File: config.mk
export PLATFORM = sky130hd
export DESIGN_NAME = dbginfo_top
export DESIGN_NICKNAME = d
export VERILOG_FILES = /design/src/design/dbginfo_read_pkg.sv /design/src/design/dbginfo_unit_pkg.sv /design/src/design/dbginfo_capture.sv /design/src/design/dbginfo_chunk.sv /design/src/design/dbginfo_readout.sv /design/src/design/dbginfo_top.sv
export SDC_FILE = /design/constraint.sdc
export NUM_CORES = 1
export LEC_CHECK = 0
export BUFFER_PORTS_ARGS = -buffer_cell sky130_fd_sc_hd__buf_2
export CAP_MARGIN = 10
export CORE_ASPECT_RATIO = 2
export CORE_MARGIN = 1
export CORE_UTILIZATION = 25
export CTS_BUF_LIST = sky130_fd_sc_hd__clkbuf_4
export DETAILED_ROUTE_END_ITERATION = 7
export PLACE_DENSITY = 0.53
export SYNTH_ARGS = -nofsm -noshare
export SYNTH_HDL_FRONTEND = slang
export SYNTH_SLANG_ARGS = --single-unit
File: constraint.sdc
create_clock -name dbginfo_clk -period 2.5 [get_ports dbginfo_clk]
set_input_delay 0.625 -clock dbginfo_clk [delete_from_list [all_inputs] [get_ports dbginfo_clk]]
set_output_delay 0.625 -clock dbginfo_clk [all_outputs]
set_load 0.05 [all_outputs]
File: src/design/dbginfo_read_pkg.sv
package dbginfo_read_pkg;

  // ======================================================================
  // read side of the debug info snapshot
  // ======================================================================

  // one chunk per register read
  localparam int CHUNK_W = 60;

  // four chunks cover the padded snapshot
  localparam int CHUNK_NUM = 4;

  // pointer walks the chunks, wraps after the last
  localparam int RPTR_W = 2;

  // cp0 register address for the debug info read
  localparam logic [11:0] DBGINFO_ADDR = 12'hfe1;

  // one slice of the padded snapshot
  typedef logic [CHUNK_W-1:0] dbginfo_chunk_t;

  // chunk index
  typedef logic [RPTR_W-1:0] dbginfo_rptr_t;

  // ======================================================================
  // 64-bit word returned to cp0
  // ======================================================================

  // layout from the top down
  //   data  : selected chunk
  //   rsvd  : tied low
  //   fresh : chunk not read since last record
  //   rptr  : index of the chunk in data
  typedef struct packed {
    dbginfo_chunk_t data;
    logic           rsvd;
    logic           fresh;
    dbginfo_rptr_t  rptr;
  } dbginfo_word_t;

endpackage

File: src/design/dbginfo_unit_pkg.sv
package dbginfo_unit_pkg;

  // ======================================================================
  // per-unit debug bus widths
  // ======================================================================

  // fetch, decode, vector decode
  localparam int IFU_INFO_W  = 21;
  localparam int IDU_INFO_W  = 15;
  localparam int VIDU_INFO_W = 8;

  // load store unit is the widest
  localparam int LSU_INFO_W  = 94;

  // execute, retire, vector
  localparam int IU_INFO_W   = 9;
  localparam int RTU_INFO_W  = 15;
  localparam int VPU_INFO_W  = 29;

  // system and translation
  localparam int CP0_INFO_W  = 6;
  localparam int MMU_INFO_W  = 16;

  // recorded width, sum of the nine buses
  localparam int SNAP_W = 213;

  // padded up to four whole chunks
  localparam int SNAP_PAD_W = 240;

  // ======================================================================
  // unit buses, msb to lsb
  // ======================================================================

  // ifu sits at bit 0
  typedef struct packed {
    logic [MMU_INFO_W-1:0]  mmu;
    logic [CP0_INFO_W-1:0]  cp0;
    logic [VPU_INFO_W-1:0]  vpu;
    logic [RTU_INFO_W-1:0]  rtu;
    logic [IU_INFO_W-1:0]   iu;
    logic [LSU_INFO_W-1:0]  lsu;
    logic [VIDU_INFO_W-1:0] vidu;
    logic [IDU_INFO_W-1:0]  idu;
    logic [IFU_INFO_W-1:0]  ifu;
  } dbginfo_units_t;

  // unit view, zero pad above the recorded bits
  typedef struct packed {
    logic [SNAP_PAD_W-SNAP_W-1:0] pad;
    dbginfo_units_t               units;
  } dbginfo_snap_units_t;

  // ======================================================================
  // padded snapshot
  // ======================================================================

  // written as units, read back as chunks
  // chunk i covers bits 60i+59 down to 60i
  typedef union packed {
    dbginfo_snap_units_t unit_view;
    dbginfo_read_pkg::dbginfo_chunk_t [dbginfo_read_pkg::CHUNK_NUM-1:0] chunk_view;
  } dbginfo_snap_u;

endpackage

File: src/design/dbginfo_capture.sv
`timescale 1ns/1ps

module dbginfo_capture (
  input  logic                            dbginfo_clk,
  input  logic                            cpurst_b,
  input  logic                            dtu_rtu_async_halt_req,
  input  dbginfo_unit_pkg::dbginfo_units_t units,
  output dbginfo_unit_pkg::dbginfo_snap_u  snap,
  output logic                            record
);

  // previous halt request level
  logic halt_q;

  // ======================================================================
  // halt edge detect
  // ======================================================================

  // cleared by reset, so a halt held through reset
  // still records on the first cycle
  always_ff @(posedge dbginfo_clk or negedge cpurst_b)
  begin
    if (!cpurst_b)
    begin
      halt_q <= 1'b0;
    end
    else
    begin
      halt_q <= dtu_rtu_async_halt_req;
    end
  end

  // one cycle on the rising edge only
  // a held halt keeps the first snapshot
  assign record = dtu_rtu_async_halt_req && !halt_q;

  // ======================================================================
  // snapshot assembly
  // ======================================================================

  // unit order fixed by the struct, ifu at bit 0
  // pad bits above the units are zero
  always_comb
  begin
    snap.unit_view.pad   = '0;
    snap.unit_view.units = units;
  end

endmodule

File: src/design/dbginfo_chunk.sv
`timescale 1ns/1ps

module dbginfo_chunk (
  input  logic                             dbginfo_clk,
  input  logic                             cpurst_b,
  input  logic                             record,
  input  dbginfo_read_pkg::dbginfo_chunk_t chunk_in,
  input  logic                             rd_hit,
  output dbginfo_read_pkg::dbginfo_chunk_t chunk,
  output logic                             fresh
);

  // ======================================================================
  // chunk data
  // ======================================================================

  // reset to zero so an unrecorded read returns zero
  always_ff @(posedge dbginfo_clk or negedge cpurst_b)
  begin
    if (!cpurst_b)
    begin
      chunk <= '0;
    end
    else if (record)
    begin
      chunk <= chunk_in;
    end
  end

  // ======================================================================
  // fresh flag
  // ======================================================================

  // set on record
  // cleared when this chunk is read
  // record beats a read in the same cycle
  always_ff @(posedge dbginfo_clk or negedge cpurst_b)
  begin
    if (!cpurst_b)
    begin
      fresh <= 1'b0;
    end
    else if (record)
    begin
      fresh <= 1'b1;
    end
    else if (rd_hit)
    begin
      fresh <= 1'b0;
    end
  end

endmodule

File: src/design/dbginfo_readout.sv
`timescale 1ns/1ps

module dbginfo_readout (
  input  logic                             dbginfo_clk,
  input  logic                             cpurst_b,
  input  logic                             cp0_dtu_rreg,
  input  logic [11:0]                      cp0_dtu_addr,
  input  dbginfo_read_pkg::dbginfo_chunk_t chunks [dbginfo_read_pkg::CHUNK_NUM],
  input  logic [dbginfo_read_pkg::CHUNK_NUM-1:0] fresh,
  output logic [dbginfo_read_pkg::CHUNK_NUM-1:0] rd_hit,
  output dbginfo_read_pkg::dbginfo_word_t  dbgfifo_regs_data
);

  // register read hit this cycle
  logic                            rd_dbginfo;
  // chunk selected for the next read
  dbginfo_read_pkg::dbginfo_rptr_t rptr;

  // ======================================================================
  // read decode
  // ======================================================================

  // plain strobe, no handshake
  assign rd_dbginfo = cp0_dtu_rreg && (cp0_dtu_addr == dbginfo_read_pkg::DBGINFO_ADDR);

  // one-hot at the pointer, only on a read
  always_comb
  begin
    for (int i = 0; i < dbginfo_read_pkg::CHUNK_NUM; i++)
    begin
      rd_hit[i] = rd_dbginfo && (rptr == i[dbginfo_read_pkg::RPTR_W-1:0]);
    end
  end

  // ======================================================================
  // read pointer
  // ======================================================================

  // advances per read, wraps naturally after chunk 3
  always_ff @(posedge dbginfo_clk or negedge cpurst_b)
  begin
    if (!cpurst_b)
    begin
      rptr <= '0;
    end
    else if (rd_dbginfo)
    begin
      rptr <= rptr + 1'b1;
    end
  end

  // ======================================================================
  // read word
  // ======================================================================

  // combinational from the current pointer
  // word seen in the read cycle is the one returned
  always_comb
  begin
    dbgfifo_regs_data.data  = chunks[rptr];
    dbgfifo_regs_data.rsvd  = 1'b0;
    dbgfifo_regs_data.fresh = fresh[rptr];
    dbgfifo_regs_data.rptr  = rptr;
  end

endmodule

File: src/design/dbginfo_top.sv
`timescale 1ns/1ps

module dbginfo_top (
  input  logic                            dbginfo_clk,
  input  logic                            cpurst_b,
  input  logic                            dtu_rtu_async_halt_req,
  input  logic                            cp0_dtu_rreg,
  input  logic [11:0]                     cp0_dtu_addr,
  input  dbginfo_unit_pkg::dbginfo_units_t units,
  output dbginfo_read_pkg::dbginfo_word_t dbgfifo_regs_data
);

  // padded snapshot from capture
  dbginfo_unit_pkg::dbginfo_snap_u  snap;
  // halt rising edge
  logic                             record;
  // held chunks toward readout
  dbginfo_read_pkg::dbginfo_chunk_t chunks [dbginfo_read_pkg::CHUNK_NUM];
  // per-chunk fresh flags
  logic [dbginfo_read_pkg::CHUNK_NUM-1:0] fresh;
  // per-chunk read strobes
  logic [dbginfo_read_pkg::CHUNK_NUM-1:0] rd_hit;

  // ======================================================================
  // capture
  // ======================================================================

  dbginfo_capture capture_i (
    .dbginfo_clk            (dbginfo_clk),
    .cpurst_b               (cpurst_b),
    .dtu_rtu_async_halt_req (dtu_rtu_async_halt_req),
    .units                  (units),
    .snap                   (snap),
    .record                 (record)
  );

  // ======================================================================
  // chunk holders
  // ======================================================================

  // holder i takes bits 60i+59 down to 60i
  for (genvar i = 0; i < dbginfo_read_pkg::CHUNK_NUM; i++)
  begin : gen_chunk
    dbginfo_chunk chunk_i (
      .dbginfo_clk (dbginfo_clk),
      .cpurst_b    (cpurst_b),
      .record      (record),
      .chunk_in    (snap.chunk_view[i]),
      .rd_hit      (rd_hit[i]),
      .chunk       (chunks[i]),
      .fresh       (fresh[i])
    );
  end

  // ======================================================================
  // readout
  // ======================================================================

  dbginfo_readout readout_i (
    .dbginfo_clk       (dbginfo_clk),
    .cpurst_b          (cpurst_b),
    .cp0_dtu_rreg      (cp0_dtu_rreg),
    .cp0_dtu_addr      (cp0_dtu_addr),
    .chunks            (chunks),
    .fresh             (fresh),
    .rd_hit            (rd_hit),
    .dbgfifo_regs_data (dbgfifo_regs_data)
  );

endmodule

==> results of run 1 <==
## cell families (layout without fill, tap and decap cells)
family	after synthesis	count (layout)	share of synthesized area
muxes	62	62	0.1088
adders and majority gates	4	4	0.005184
other	1	10	0.0003884
and+or+nand+nor	677	677	0.2691
AOI/OAI and AO/OA	31	31	0.01659
xor gates and xnor gates	1	1	0.0009073
DFF	220	220	0.5702
buffers and inverters	69	441	0.02877
## worst max-delay path: stages (launching register included)
cell and delay [ps]:
dfrtp_4 470, buf_12 140, buf_12 140, mux4_2 540, buf_6 180
## timing repair
| action | in CTS | in global routing |
|---|---|---|
| endpoints found under the setup margin | 62 | 61 |
| gates cloned | 3 | 3 |
| pin swaps | 0 | 3 |
| endpoints found under the hold margin | 52 | 0 |
| hold buffers | 1 | 0 |
| resized for setup | 125 | 28 |
| buffers inserted | 8 | 4 |
## per-stage QoR
| step | TNS (ps) | worst slack (ps) | total power [mW] | hold WS, ps | area (sq um) |
|---|---|---|---|---|---|
| after floorplan | -4.856 | -0.1619 | 5.410 | 329.4 | 9856 |
| after global placement | 0 | 314.3 | 6.026 | 452.9 | 12180 |
| after detailed placement | 0 | 302.8 | 6.064 | 459.2 | 12180 |
| after CTS | -21480 | -392.6 | 9.381 | 10.42 | 13410 |
| after global routing | -22850 | -406.1 | 9.777 | 36.75 | 13620 |
| final | -15290 | -293.0 | 9.206 | 106.0 | 13620 |
## Yosys cell counts, drive strengths merged
cell type / n
nand2: 666
dfrtp: 220
mux2i: 27
conb: 1
or4b: 1
a31oi: 4
clkinvlp: 1
nand2b: 1
inv: 2
ha: 4
mux2: 1
mux4: 34
xnor2: 1
nor2b: 2
nor4: 1
nand4: 1
buf: 17
clkbuf: 49
nor2: 4
nand4b: 1
o21ai: 27
## per-layer routing
metal	share of wire	track usage	vias to the layer above
met3	0.048	0.03282	73
met1	0.37	0.1709	4041
li1	-	-	4057
met4	0.037	0.09253	4
met5	0.00084	0	-
met2	0.55	0.2994	270
## worst max-delay path by stage
stage | end | from | slack [ps]
after detailed placement | dbgfifo_regs_data[34] | readout_i.rptr[0] | 300
after CTS | dbgfifo_regs_data[11] | readout_i.rptr[0] | -390
after floorplan | dbgfifo_regs_data[10] | readout_i.rptr[0] | -0.2
after global placement | dbgfifo_regs_data[34] | readout_i.rptr[0] | 310
after global routing | dbgfifo_regs_data[42] | readout_i.rptr[0] | -410
final | dbgfifo_regs_data[11] | readout_i.rptr[0] | -290
## power by group
group	internal, mW	switching [mW]
combinational	0.800	1.15
sequential	3.99	0.241
clock	1.47	1.55
## state kept, by name (all words and copies together) (netlist names)
register and flops:
gen_chunk.chunk_i.chunk 213, gen_chunk.chunk_i.fresh 4, readout_i.rptr 2, capture_i.halt_q 1
## final cells by class
type                    instances  area (sq um)
well taps                     515         644.4
flip-flops and latches        220          5513
fillers                      3949         24420
clock buffers                  80         600.6
repair buffers                339          2579
inverters                       3         15.01
multi-input cells             776          4167
diodes                          9         22.52
clock inverters                19         78.83
==> results by group, run 1 <==
Run status
  • Status: finished with violations
  • Failing checks: setup timing

Worst setup path
  • Path depth of the worst reg2reg path: 6
  • Critical path required time: 1880 ps
  • FF-to-FF End: readout_i.rptr[1]
  • Critical path capture point type: primary output
  • R2r setup slk: 800 ps
  • Critical path type: flip-flop to primary output
  • Worst path arrival time: 2170 ps
  • CP max FO: 8
  • Critical Path Start Type: flip-flop
  • Crit Reg-Reg Startpoint: readout_i.rptr[0]

Global routing
  • GRT Total Usage: 0.1630
  • Largest net degree at the start of global routing: 114
  • Vias in the first global route: 9086
  • Global-route wire length before repair: 48970 um
  • GR Overflow Total: 0
  • Initial antenna violation count: 12

Logic synthesis
  • Gate Count Post-Synth: 1065
  • Synth area leaders: dfrtp_1 57%, nand2_1 26%, mux4_2 7.9%
  • Flops & latches, synth: 220
  • Leading area contributor after synthesis: dfrtp_1
  • Post-Syn Nets: 1298
  • Synth warn: 0
  • Sequential area share after synthesis: 0.5702
  • Yosys top cell area share: 0.5702
  • Avg Cell Area, Syn: 9.066 sq um
  • Unique masters post-synth: 24
  • Synth Cell Area: 9656 sq um

Pwr
  • PwrDens: 675.9 nW/um^2
  • Worst vdd ir: 0.0003306 V
  • Lkg Pwr: 7.148 nW

Floorplanning
  • Die width: 141.0 um
  • Ports: 293
  • Die Height: 279.9 um
  • Row cnt: 101
  • Initial Utilization: 0.2538
  • Full die area: 39460 sq um
  • Core ar.: 38040 sq um

STA
  • Hold Fails Final Rpt: 0
  • Period utilization: 1.117
  • Min Tclk post-route: 2793 ps
  • RSZ-0062 raised after global routing: true
  • Slack of the critical path: -293.0 ps
  • Worst Max-Slew Pin Slew: 546.6 ps
  • F_max: 0.3580 GHz
  • Rel. slew slack: 0.6356
  • # setup viols final: 61
  • Fin. max-slew vios: 0
  • Clk_skew: 38.24 ps

Layout
  • Commonest cells after routing, fill and taps aside: 648 x nand2_1, 228 x buf_2, 218 x dfrtp_1
  • Share of post-route cells with drive strength above 1: 0.3584
  • Nets: 1628
  • Fin cells: 1961
  • Utilization of the core after routing: 0.3580
  • Most common cell after layout, fill and taps aside: nand2_1
  • Area growth syn-to-layout: 41.05%

Route
  • Drt initial violations: 304
  • DRT Pass-1 Iters: 4
  • Detailed Route WL: 32010 um
  • Avg Vias per Cell: 4.306
  • Antenna violation net count after detailed routing: 0
  • DR vias: 8445
  • DR WL/cell: 16.32 um
  • DRC: 0

Placement
  • Detail Placement HPWL: 21690 um
  • Placed Instances: 1834
  • Count of input and output buffers: 291
  • Placer Congestion: 0.8284

Clock tree
  • H-Tree Depth: 2
  • TritonCTS clock tree: done
  • Bufs on Longest Clock Path: 3
  • CTS clk-pin slew, worst paths: 70 ps
  • Root Buffer: clkbuf_4
  • TritonCTS Buffers: 55
  • Sink Count: 220
  • Worst-Skew Late Latency: 710 ps

Hold path
  • Hold depth: 3
  • Hold EP: gen_chunk[0].chunk_i.chunk[18]
  • Hold path startpoint: units[18]
  • Hold/Removal Path Class: input pin to flip-flop

Flow run
  • Max_cap viols: 0
(Power assumes the default switching activity.)
==> inputs of run 2 (changes only) <==
Settings changed: BUFFER_PORTS_ARGS -buffer_cell sky130_fd_sc_hd__buf_2 to -buffer_cell sky130_fd_sc_hd__buf_4.
==> results by group, run 2 (synthesis gave the netlist of run 1 again) <==
Floorplanning
  • Full die area: 39460 sq um
  • Die width: 141.0 um
  • Ports: 293
  • Core ar.: 38040 sq um
  • Initial Utilization: 0.2538
  • Die Height: 279.9 um
  • Row cnt: 101

STA
  • Min Tclk post-route: 2799 ps
  • Clk_skew: 30.65 ps
  • Period utilization: 1.120
  • F_max: 0.3572 GHz
  • # setup viols final: 61
  • Slack of the critical path: -299.4 ps
  • RSZ-0062 raised after global routing: true
  • Worst Max-Slew Pin Slew: 543.2 ps
  • Rel. slew slack: 0.6379
  • Fin. max-slew vios: 0
  • Hold Fails Final Rpt: 0
  • Hold slack final: 103.7 ps

Layout
  • Biggest register: gen_chunk.chunk_i.chunk
  • Fin cells: 1950
  • Area growth syn-to-layout: 46.17%
  • Commonest cells after routing, fill and taps aside: 655 x nand2_1, 240 x buf_4, 218 x dfrtp_1
  • Share of post-route cells with drive strength above 1: 0.3445
  • Max FFs per register: 213
  • Top flop regs: gen_chunk.chunk_i.chunk x213, gen_chunk.chunk_i.fresh x4, readout_i.rptr x2
  • Utilization of the core after routing: 0.3710
  • Register area: 5513 sq um
  • Most common cell after layout, fill and taps aside: nand2_1
  • Nets: 1620
  • Area of the multi-input gates: 4148 sq um
  • Fillers: 3962

Pwr
  • PwrDens: 658.4 nW/um^2
  • Combinational share of power: 0.220
  • Clock power share: 0.325
  • Switching pwr: 2.928 mW
  • Worst vdd ir: 0.0003150 V
  • Lkg Pwr: 7.310 nW
  • Cell Int Power: 6.364 mW
  • Final Total Pwr: 9.292 mW
  • Sw Share: 0.3151
  • Sequential Power Share: 0.455

Route
  • Antenna violation net count after detailed routing: 0
  • Detailed Route WL: 32290 um
  • Avg Vias per Cell: 4.281
  • DR vias: 8347
  • DRT Pass-1 Iters: 4
  • DRC: 0
  • Drt initial violations: 291
  • DR WL/cell: 16.56 um

Run status
  • Failing checks: setup timing
  • Status: finished with violations

Global routing
  • GR Overflow Total: 0
  • Largest net degree at the start of global routing: 118
  • Initial antenna violation count: 9
  • Vias in the first global route: 9142
  • GRT Total Usage: 0.1683
  • Global-route wire length before repair: 49910 um

Clock tree
  • CTS clk-pin slew, worst paths: 80 ps
  • Sink Count: 220
  • H-Tree Depth: 2
  • Bufs on Longest Clock Path: 3
  • Root Buffer: clkbuf_4
  • TritonCTS Buffers: 55
  • TritonCTS clock tree: done
  • Worst-Skew Late Latency: 700 ps

Hold path
  • Hold depth: 3
  • Hold/Removal Path Class: input pin to flip-flop
  • Hold path startpoint: units[25]
  • Hold EP: gen_chunk[0].chunk_i.chunk[25]

Placement
  • Count of input and output buffers: 291
  • Placer Congestion: 0.8102
  • Detail Placement HPWL: 22030 um
  • Placed Instances: 1827

Worst setup path
  • Critical path type: flip-flop to primary output
  • Critical Path Start Type: flip-flop
  • FF-to-FF End: readout_i.rptr[1]
  • Path depth of the worst reg2reg path: 5
  • Worst path arrival time: 2170 ps
  • R2r setup slk: 800 ps
  • CP max FO: 8
  • Critical path required time: 1880 ps
  • Crit Reg-Reg Startpoint: readout_i.rptr[0]
  • Critical path capture point type: primary output

Flow run
  • Max_cap viols: 0
==> run 2: cell types whose count changed in the layout (fill, tap and decap cells not counted), sizes merged, moves of 2 or more <==
cell | previous run | this run
clkinv | 18 | 20
inv | 3 | 5
buf | 335 | 327
diode | 9 | 7
clkbuf | 83 | 75
==> run 2: metrics by stage <==
stage / instance area [sq um] / TNS, ps / worst slack (ps)
3_3_place_gp: 12810 / 0 / 322.1
5_1_grt: 14110 / -20750 / -408.4
3_5_place_dp: 12810 / 0 / 281.0
6_report: 14110 / -13440 / -299.4
4_1_cts: 14060 / -20110 / -389.8
2_1_floorplan: 9856 / -4.856 / -0.1619
==> run 2: area by class of cell <==
cell class              instances  area share
repair buffers                331      0.2195
multi-input cells             776      0.2939
clock inverters                24    0.008688
diodes                          7    0.001241
well taps                     515     0.04566
inverters                       3    0.001064
clock buffers                  74     0.03936
flip-flops and latches        220      0.3906
==> run 2: power groups by stage <==
stage / logic [mW] / clock network [mW] / registers (mW)
after floorplan: 1.20 / 0 / 4.21
after global placement: 1.91 / 0 / 4.29
after detailed placement: 1.93 / 0 / 4.30
after CTS: 2.07 / 3.19 / 4.23
after global routing: 2.23 / 3.36 / 4.28
final: 2.05 / 3.02 / 4.23
==> run 2: critical path, cell delays in order (launching register included) <==
cell	delay (ps)
dfrtp_4	500
buf_12	150
buf_16	150
mux4_2	520
buf_6	170
==> run 2: worst max path at each step <==
stage,startpoint,cells after the start,to
after floorplan,readout_i.rptr[0],3,dbgfifo_regs_data[10]
after global routing,readout_i.rptr[0],4,dbgfifo_regs_data[18]
after global placement,readout_i.rptr[0],3,dbgfifo_regs_data[30]
after CTS,readout_i.rptr[0],4,dbgfifo_regs_data[26]
final,readout_i.rptr[0],4,dbgfifo_regs_data[21]
after detailed placement,cp0_dtu_addr[1],4,readout_i.rptr[1]
==> run 2: timing repair <==
| action | 4_1_cts | 5_1_grt |
|---|---|---|
| pin swaps | 0 | 0 |
| cloned | 4 | 0 |
| endpoints found under the setup margin | 61 | 61 |
| setup buffers | 11 | 1 |
| hold buffers | 2 | 0 |
| hold endpoints to repair | 46 | 0 |
| resized for setup | 83 | 13 |
==> run 2: metal layers <==
| metal | part of all wire | vias up | global-route usage |
|---|---|---|---|
| li1 | - | 4033 | - |
| met1 | 0.35 | 3952 | 0.1674 |
| met2 | 0.56 | 276 | 0.3201 |
| met3 | 0.048 | 84 | 0.03299 |
| met4 | 0.044 | 2 | 0.09643 |
| met5 | 0.00028 | - | 0 |
==> inputs of run 3 (changes only) <==
Settings changed: GPL_TIMING_DRIVEN set to 0.
==> results by group, run 3 (synthesis gave the netlist of run 1 again) <==
Global routing
  • GRT Total Usage: 0.1866
  • Largest net degree at the start of global routing: 112
  • Vias in the first global route: 9637
  • Global-route wire length before repair: 54900 um
  • GR Overflow Total: 0
  • Initial antenna violation count: 5

Pwr
  • Combinational share of power: 0.220
  • Sw Share: 0.3164
  • Clock power share: 0.336
  • Switching pwr: 3.023 mW
  • Final Total Pwr: 9.555 mW
  • Cell Int Power: 6.532 mW
  • PwrDens: 674.3 nW/um^2
  • Sequential Power Share: 0.444
  • Lkg Pwr: 7.303 nW
  • Worst vdd ir: 0.0003261 V

Worst setup path
  • CP Launch Point: readout_i.rptr[0]
  • Worst path arrival time: 2150 ps
  • Max stage delay on crit path: 550 ps
  • Cell Chain, Critical Path: clkbuf_16 > buf_12 > mux4_2 > buf_6
  • Critical path required time: 1880 ps
  • Crit Reg-Reg Startpoint: capture_i.halt_q
  • CP max FO: 10
  • Critical path type: flip-flop to primary output
  • Critical path capture point type: primary output
  • Slowest-stage cell, CP: mux4_2
  • Critical Path Start Type: flip-flop

STA
  • Setup TNS: -13000 ps
  • Rel. slew slack: 0.5320
  • Period utilization: 1.110
  • # setup viols final: 61
  • F_max: 0.3603 GHz
  • Fin. max-slew vios: 0
  • RSZ-0062 raised after global routing: true
  • Hold Fails Final Rpt: 0
  • Slack of the critical path: -275.1 ps
  • Worst Max-Slew Pin Slew: 701.9 ps
  • Min Tclk post-route: 2775 ps
  • Clk_skew: 50.58 ps

Clock tree
  • CTS clk-pin slew, worst paths: 70 ps
  • TritonCTS Buffers: 58
  • Root Buffer: clkbuf_4
  • TritonCTS clock tree: done
  • H-Tree Depth: 2
  • Worst-Skew Late Latency: 730 ps
  • Sink Count: 220
  • Bufs on Longest Clock Path: 3

Placement
  • Placer Congestion: 0.8175
  • Detail Placement HPWL: 26680 um
  • Placed Instances: 1873
  • Count of input and output buffers: 291
  • Placed cell area: 12750 sq um

Floorplanning
  • Die width: 141.0 um
  • Full die area: 39460 sq um
  • Ports: 293
  • Row cnt: 101
  • Die Height: 279.9 um
  • Initial Utilization: 0.2538
  • Core ar.: 38040 sq um

Layout
  • Nets: 1670
  • Cell area after layout: 14170 sq um
  • Fin cells: 1989
  • Biggest register: gen_chunk.chunk_i.chunk
  • Area growth syn-to-layout: 46.77%
  • Max FFs per register: 213
  • Commonest cells after routing, fill and taps aside: 650 x nand2_1, 241 x buf_4, 218 x dfrtp_1
  • Most common cell after layout, fill and taps aside: nand2_1
  • Utilization of the core after routing: 0.3726
  • Share of post-route cells with drive strength above 1: 0.3361
  • Top flop regs: gen_chunk.chunk_i.chunk x213, gen_chunk.chunk_i.fresh x4, readout_i.rptr x2

Route
  • Drt initial violations: 358
  • DRT Pass-1 Iters: 4
  • Detailed Route WL: 35870 um
  • DRC: 0
  • DR vias: 8659
  • Avg Vias per Cell: 4.353
  • DR WL/cell: 18.03 um
  • Antenna violation net count after detailed routing: 0

Flow run
  • Max_cap viols: 0

Run status
  • Status: finished with violations
  • Failing checks: setup timing

Hold path
  • Hold/Removal Path Class: input pin to flip-flop
  • Hold path startpoint: units[17]
## run 3: changes by cell type in the layout (fill, tap and decap cells not counted), sizes merged
cell,delta
buf,-8
bufbuf,-1
bufinv,+1
clkbuf,+50
clkinv,-9
diode,-3
dlygate4sd3,+12
inv,-3
## run 3: cell type report
type | instances | area (sq um)
repair buffers | 314 | 2698
diodes | 4 | 10.01
clock buffers | 80 | 600.6
inverters | 3 | 15.01
fillers | 4037 | 23870
plain buffers | 64 | 420.4
flip-flops and latches | 220 | 5510
well taps | 515 | 644.4
multi-input cells | 776 | 4169
clock inverters | 13 | 103.9
## run 3: worst paths after layout
check | end | slack [ps] | depth (start not counted)
worst max-delay path | dbgfifo_regs_data[30] | -280 | 4
worst min-delay path | gen_chunk[0].chunk_i.chunk[17] | 90 | 3
worst max register to register | gen_chunk[1].chunk_i.chunk[18] | 360 | 6
worst min register to register | gen_chunk[2].chunk_i.chunk[19] | 470 | 2
max in group asynchronous | gen_chunk[1].chunk_i.chunk[0] | 930 | 4
min in group asynchronous | gen_chunk[0].chunk_i.chunk[37] | 540 | 3
## run 3: what timing repair did
item | CTS | global route
pin swaps | 1 | 0
setup endpoints to repair | 175 | 134
resized for setup | 139 | 9
cloned | 1 | 0
buffers inserted | 5 | 1
hold endpoints to repair | 123 | 0
hold buffers | 14 | 0
## run 3: worst max-delay path, delay by kind of cell (launching register included)
kind,cells,cell delay [ps]
buffers and inverters,3,510
DFF,1,380
muxes,1,550
## run 3: power groups by stage
stage	Sequential (mW)	Clock, mW	Combinational, mW
6_report	4.25	3.21	2.10
5_1_grt	4.30	3.53	2.28
4_1_cts	4.25	3.37	2.13
3_5_place_dp	4.30	0	1.98
3_3_place_gp	4.28	0	1.95
2_1_floorplan	4.21	0	1.20
## run 3: metrics by stage
stage	hold slack, ps	worst slack (ps)
after floorplan	329.4	-0.1619
after global placement	452.7	-1240
after detailed placement	457.5	-585.4
after CTS	0.01060	-381.5
after global routing	23.98	-397.3
final	93.08	-275.1
## run 3: per-layer routing
layer	vias to the layer above	part of all wire	GRT usage
met1	4156	0.35	0.1841
met5	-	0.00036	0
met3	87	0.049	0.03658
met4	2	0.037	0.08696
met2	290	0.57	0.3657
li1	4124	-	-
